<file path="config.mk">
export PLATFORM = sky130hd
export DESIGN_NAME = request_controller
export DESIGN_NICKNAME = d
export VERILOG_FILES = /design/src/logic/keystone_consts.svh /design/src/logic/keystone_pkg.sv /design/src/logic/request_controller.sv
export SDC_FILE = /design/constraint.sdc
export NUM_CORES = 1
export LEC_CHECK = 0
export ABC_AREA = 1
export BUFFER_PORTS_ARGS = -buffer_cell sky130_fd_sc_hd__clkbuf_2
export CAP_MARGIN = 40
export CELL_PAD_IN_SITES_DETAIL_PLACEMENT = 0
export CELL_PAD_IN_SITES_GLOBAL_PLACEMENT = 1
export CORE_AREA = 3 3 170 172
export CTS_CLUSTER_DIAMETER = 200
export DETAILED_ROUTE_END_ITERATION = 8
export DIE_AREA = 0 0 173 175
export PLACE_DENSITY_LB_ADDON = 0.1
export REMOVE_ABC_BUFFERS = 1
export SYNTH_ARGS = -nofsm -noshare
export SYNTH_HDL_FRONTEND = slang
export SYNTH_SLANG_ARGS = --single-unit
</file>
<file path="constraint.sdc">
create_clock -name clock -period 6.5 [get_ports clock]
set_input_delay 1.625 -clock clock [delete_from_list [all_inputs] [get_ports clock]]
set_output_delay 1.625 -clock clock [all_outputs]
set_load 0.02 [all_outputs]
</file>
<file path="src/logic/keystone_consts.svh">
////////////////////////////////////////////////////////////
// Frame geometry, fixed-point format and divider length
// shared by the keystone correction core
////////////////////////////////////////////////////////////

`ifndef KEYSTONE_CONSTS_SVH
`define KEYSTONE_CONSTS_SVH

// Source frame size in pixels
`define FRAME_WIDTH 32
`define FRAME_HEIGHT 16

// Row banks of the frame buffer, bank = y mod BANK_ROWS
`define BANK_ROWS 4

// Q8.8 coefficients
`define FRAC_BITS 8
`define FIXED_ONE 256

// Restoring divider iterations
// One quotient bit per step
`define DIV_STEPS 40

`endif

</file>
<file path="src/logic/keystone_pkg.sv">
////////////////////////////////////////////////////////////
// Shared types of the keystone core
// Coordinates, coefficients, accumulators, pixels, states
////////////////////////////////////////////////////////////

`default_nettype none

package keystone_pkg;

    // Signed pixel coordinate
    typedef logic signed [15:0] coord_t;

    // Signed Q8.8 homography coefficient
    typedef logic signed [15:0] h_coef_t;

    // Multiply-accumulate sum, wide enough for three Q8.8 terms
    typedef logic signed [39:0] acc_t;

    // Packed color, red in [23:16], green in [15:8], blue in [7:0]
    typedef logic [23:0] pixel_t;

    // Request controller states
    typedef enum logic [1:0] {IDLE, CALC, FETCH, REPLY} ctrl_state_t;

    // Serial divider states
    typedef enum logic [1:0] {DIV_IDLE, DIV_RUN, DIV_DONE} div_state_t;

endpackage : keystone_pkg

`default_nettype wire

</file>
<file path="src/logic/request_controller.sv">
////////////////////////////////////////////////////////////
// Four-phase request FSM, H latch and
// black fallback on the returned color
////////////////////////////////////////////////////////////

`timescale 1ns/1ps
`default_nettype none

module request_controller (
    input  logic                  clock,
    input  logic                  reset,
    input  logic                  h_load,
    input  logic                  req,
    input  keystone_pkg::h_coef_t h_a,
    input  keystone_pkg::h_coef_t h_b,
    input  keystone_pkg::h_coef_t h_c,
    input  keystone_pkg::h_coef_t h_d,
    input  keystone_pkg::h_coef_t h_e,
    input  keystone_pkg::h_coef_t h_f,
    input  keystone_pkg::h_coef_t h_g,
    input  keystone_pkg::h_coef_t h_h,
    input  keystone_pkg::coord_t  dest_x,
    input  keystone_pkg::coord_t  dest_y,
    output logic                  calc_start,
    output keystone_pkg::h_coef_t coef_a,
    output keystone_pkg::h_coef_t coef_b,
    output keystone_pkg::h_coef_t coef_c,
    output keystone_pkg::h_coef_t coef_d,
    output keystone_pkg::h_coef_t coef_e,
    output keystone_pkg::h_coef_t coef_f,
    output keystone_pkg::h_coef_t coef_g,
    output keystone_pkg::h_coef_t coef_h,
    output keystone_pkg::coord_t  calc_x,
    output keystone_pkg::coord_t  calc_y,
    input  logic                  calc_done,
    input  logic                  src_valid,
    input  keystone_pkg::coord_t  src_x,
    input  keystone_pkg::coord_t  src_y,
    output logic                  read_en,
    output keystone_pkg::coord_t  read_x,
    output keystone_pkg::coord_t  read_y,
    input  keystone_pkg::pixel_t  read_pixel,
    output logic                  ack,
    output keystone_pkg::pixel_t  pixel_out
);
    import keystone_pkg::*;

    localparam pixel_t BLACK = '0;

    ctrl_state_t state;

    always_ff @(posedge clock or posedge reset) begin
        if (reset) begin
            state      <= IDLE;
            calc_start <= 1'b0;
            read_en    <= 1'b0;
            coef_a     <= '0;
            coef_b     <= '0;
            coef_c     <= '0;
            coef_d     <= '0;
            coef_e     <= '0;
            coef_f     <= '0;
            coef_g     <= '0;
            coef_h     <= '0;
        end else begin
            calc_start <= 1'b0;
            read_en    <= 1'b0;
            case (state)
                IDLE: begin
                    // H latch, only touched between requests
                    if (h_load) begin
                        coef_a <= h_a;
                        coef_b <= h_b;
                        coef_c <= h_c;
                        coef_d <= h_d;
                        coef_e <= h_e;
                        coef_f <= h_f;
                        coef_g <= h_g;
                        coef_h <= h_h;
                    end
                    if (req) begin
                        calc_start <= 1'b1;
                        state      <= CALC;
                    end
                end
                CALC: begin
                    // Skip the memory read for a black result
                    if (calc_done) begin
                        read_en <= src_valid;
                        state   <= FETCH;
                    end
                end
                FETCH: state <= REPLY;
                // Hold the reply until the host lets go of req
                REPLY: if (!req) state <= IDLE;
                default: state <= IDLE;
            endcase
        end
    end

    // Request and lookup coordinates
    always_ff @(posedge clock) begin
        if ((state == IDLE) && req) begin
            calc_x <= dest_x;
            calc_y <= dest_y;
        end
        if ((state == CALC) && calc_done) begin
            read_x <= src_x;
            read_y <= src_y;
        end
    end

    assign ack       = (state == REPLY);
    assign pixel_out = src_valid ? read_pixel : BLACK;

endmodule : request_controller

`default_nettype wire

</file>
==> insert_results.sql <==
INSERT INTO impl_metrics (metric_group, metric, value, unit) VALUES
('clocking', 'ctsLongestPathBuffers', '2', ''),
('synth', 'synth-seq-area-share', '69.7', '%'),
('sta', 'tns', '0', 'ns'),
('global_route', 'grt_usage', '16.8', '%'),
('cells_and_area', 'layout_area_overhead', '40.2', '%'),
('sta', 'timing.max_slew.rel_slack', '44.4', '%'),
('sta', 'timing.final.setup_violations', '0', ''),
('run_status', 'run_status', 'finished, final reports clean', ''),
('clocking', 'cts.root.buffer_cell', 'sky130_fd_sc_hd__clkbuf_16', ''),
('clocking', 'tritoncts_buffers', '17', ''),
('die', 'placementRows', '61', ''),
('synth', 'mapped_cell_area', '0.00750', 'sq mm'),
('worst_setup_path', 'path_buf_inv', '3', ''),
('drt', 'route.final.wire_length', '26000', 'um'),
('sta', 'unrepaired_setup_endpoints_after_global_routing', 'false', ''),
('worst_hold_path', 'hold-path-cell-count', '2', ''),
('cells_and_area', 'nFillCells', '2931', ''),
('drt', 'drtAntennaViolNets', '0', ''),
('sta', 'final.period_utilization', '61.3', '%'),
('worst_setup_path', 'cp_slowest_stage_delay', '0.37', 'ns'),
('sta', 'period_minus_slack', '3.99', 'ns'),
('clocking', 'clk-insertion-delay-late', '0.43', 'ns'),
('global_route', 'grt_start_max_net_pins', '77', ''),
('worst_setup_path', 'crit_end_category', 'primary output', ''),
('clocking', 'cts_hold_repair.buffers', '0', ''),
('cells_and_area', 'final_net_count', '1351', ''),
('placed_design', 'post-dp-hpwl', '18700', 'um'),
('synth', 'top_cells_by_area_synth', 'sky130_fd_sc_hd__dfrtp_1 44%, sky130_fd_sc_hd__edfxtp_1 26%, sky130_fd_sc_hd__nand2_1 15%', ''),
('worst_setup_path', 'critical_path_cell_sequence', 'clkbuf_2 -> nand2_1 -> inv_1 -> clkbuf_2', ''),
('worst_setup_path', 'critPathTopFamily', 'buffers and inverters', ''),
('drt', 'detail_route.iter0.violations', '314', ''),
('synth', 'synthDistinctLibCells', '13', ''),
('clocking', 'cts_tree', 'built', ''),
('drt', 'dr_total_vias', '6258', ''),
('sta', 'fin_worst_skew', '0.0115', 'ns'),
('synth', 'synth_top_family_by_area', 'simple AND/OR/NAND/NOR gates', ''),
('synth', 'syn_area_per_cell', '10.7', 'sq um'),
('synth', 'postSynthCellCount', '704', ''),
('clocking', 'cts.htree.levels', '4', ''),
('worst_setup_path', 'worst-setup-path-type', 'in -> out', ''),
('clocking', 'post_cts_buffers', '0', ''),
('sta', 'hold_viol', '0', ''),
('clocking', 'clk_pin_slew', '0.08', 'ns'),
('synth', 'post_synth_edffs', '64', ''),
('flow_run', 'timing.max_cap.violations', '0', ''),
('global_route', 'grt_pass1_wl', '39300', 'um'),
('worst_setup_path', 'crit_top_cell', 'sky130_fd_sc_hd__clkbuf_2', ''),
('global_route', 'antenna_found_initial', '2', ''),
('die', 'die_h', '175', 'um'),
('global_route', 'globalRoute.totalOverflow', '0', ''),
('worst_setup_path', 'cp.arrival', '2.36', 'ns'),
('die', 'fp.dieArea', '0.0303', 'sq mm'),
('synth', 'synth_common_cells', '290 x sky130_fd_sc_hd__nand2_1, 132 x sky130_fd_sc_hd__dfrtp_1, 129 x sky130_fd_sc_hd__nand3_1', ''),
('die', 'die_width', '173', 'um'),
('synth', 'synth_most_common_cell', 'sky130_fd_sc_hd__nand2_1', ''),
('drt', 'avgViaCountPerCell', '4.13', ''),
('sta', 'timing_worst_slew_pin_value', '0.835', 'ns'),
('die', 'placeable_core_area', '0.0276', 'sq mm'),
('worst_setup_path', 'required', '4.88', 'ns'),
('synth', 'postSynthRegisterBits', '196', ''),
('synth', 'complex_gate_fraction_of_the_synthesized_area', '0', '%'),
('synth', 'most_instantiated_flip_flop_cell_in_the_synthesis_netlist', 'sky130_fd_sc_hd__dfrtp_1', ''),
('synth', 'share_of_yosys_cell_area_claimed_by_the_top_area_cell_type', '44.0', '%'),
('worst_setup_path', 'cp_num_cells', '4', ''),
('synth', 'synthArstFlopShare', '67.3', '%'),
('worst_setup_path', 'worst_setup_path_start_kind', 'input port', ''),
('cells_and_area', 'fraction_of_layout_instances_using_a_drive_strength_above_1', '42.3', '%'),
('synth', 'ys_warn_count', '0', ''),
('drt', 'drt-wirelength-per-cell', '17.1', 'um'),
('global_route', 'vias_in_the_first_global_route', '6299', ''),
('power', 'power.density', '475', 'mW/mm^2');
final timing paths:
path                                         from                     end  slack (ns)
min                        coef_c[13]$_DFFE_PP0P_  coef_c[13]$_DFFE_PP0P_        0.47
max in group asynchronous                   reset   coef_f[9]$_DFFE_PP0P_        4.59
min reg2reg                coef_c[13]$_DFFE_PP0P_  coef_c[13]$_DFFE_PP0P_        0.47
max                                     src_valid           pixel_out[22]        2.51
max reg2reg                  state[0]$_DFFE_PP0P_  coef_h[13]$_DFFE_PP0P_        3.73
min in group asynchronous                   reset   coef_d[3]$_DFFE_PP0P_        1.12
metrics by stage:
| stage | instance area (sq um) | std cells | setup WS [ns] | utilization [%] |
|---|---|---|---|---|
| 2_1_floorplan | 7170 | 658 | 1.35 | - |
| 3_3_place_gp | 9920 | 1482 | 2.56 | 35.9 |
| 3_5_place_dp | 9940 | 1483 | 2.52 | 36.0 |
| 4_1_cts | 10500 | 1515 | 2.52 | 38.1 |
| 5_1_grt | 10500 | 1515 | 2.42 | 38.1 |
| 6_report | 10500 | 1515 | 2.51 | 38.1 |
worst min-delay path, delay by kind of cell (launching register included):
family	cells	cell delay [ns]
flip-flops	1	0.35
AND/OR/NAND/NOR	2	0.10
power breakdown:
group          internal [mW]  switching [mW]  total [mW]
Sequential              1.75           0.221        1.97
Clock                  0.512           0.535        1.05
Combinational          0.578            1.39        1.97
Total                   2.84            2.15        4.99
cells in the final DEF, fill, tap and decap left out:
cell type,instances
sky130_fd_sc_hd__clkbuf_2,439
sky130_fd_sc_hd__nand2_1,290
sky130_fd_sc_hd__dfrtp_1,132
sky130_fd_sc_hd__nand3_1,129
sky130_fd_sc_hd__edfxtp_1,64
sky130_fd_sc_hd__inv_1,33
sky130_fd_sc_hd__clkbuf_16,17
sky130_fd_sc_hd__buf_4,7
sky130_fd_sc_hd__inv_6,4
sky130_fd_sc_hd__ha_1,4
sky130_fd_sc_hd__inv_8,4
sky130_fd_sc_hd__clkinv_4,3
sky130_fd_sc_hd__nand4_1,2
sky130_fd_sc_hd__clkinvlp_2,2
sky130_fd_sc_hd__clkinv_8,2
sky130_fd_sc_hd__nand2_4,1
sky130_fd_sc_hd__nor2_1,1
sky130_fd_sc_hd__ha_4,1
sky130_fd_sc_hd__clkbuf_1,1
sky130_fd_sc_hd__buf_16,1
logic make-up after synthesis:
group | Yosys count
fa+ha+maj | 5
buf+inv | 80
flops | 196
simple gates | 423
layer usage:
layer / share of wire, % / up-vias / global-route usage, %
met3: 8.6 / 19 / 6.30
li1: - / 3097 / -
met5: 0.096 / - / 0
met1: 41 / 2885 / 20.3
met4: 0.94 / 4 / 4.09
met2: 49 / 253 / 28.4
layout make-up:
class | instances | area (sq um) | share of cell area, %
flip-flops and latches | 196 | 5230 | 49.7
repair buffers | 447 | 2280 | 21.7
multi-input cells | 428 | 1840 | 17.5
well taps | 378 | 473 | 4.50
clock buffers | 18 | 429 | 4.08
clock inverters | 14 | 140 | 1.33
inverters | 34 | 133 | 1.26
registers in the layout (all words and copies together) (netlist names), 2 cells and up:
register / count
calc_x: 16
coef_c: 16
read_y: 16
coef_g: 16
calc_y: 16
coef_h: 16
coef_a: 16
coef_b: 16
state: 2
coef_e: 16
coef_f: 16
read_x: 16
coef_d: 16
No activity file was read; power rests on OpenSTA's default activity.
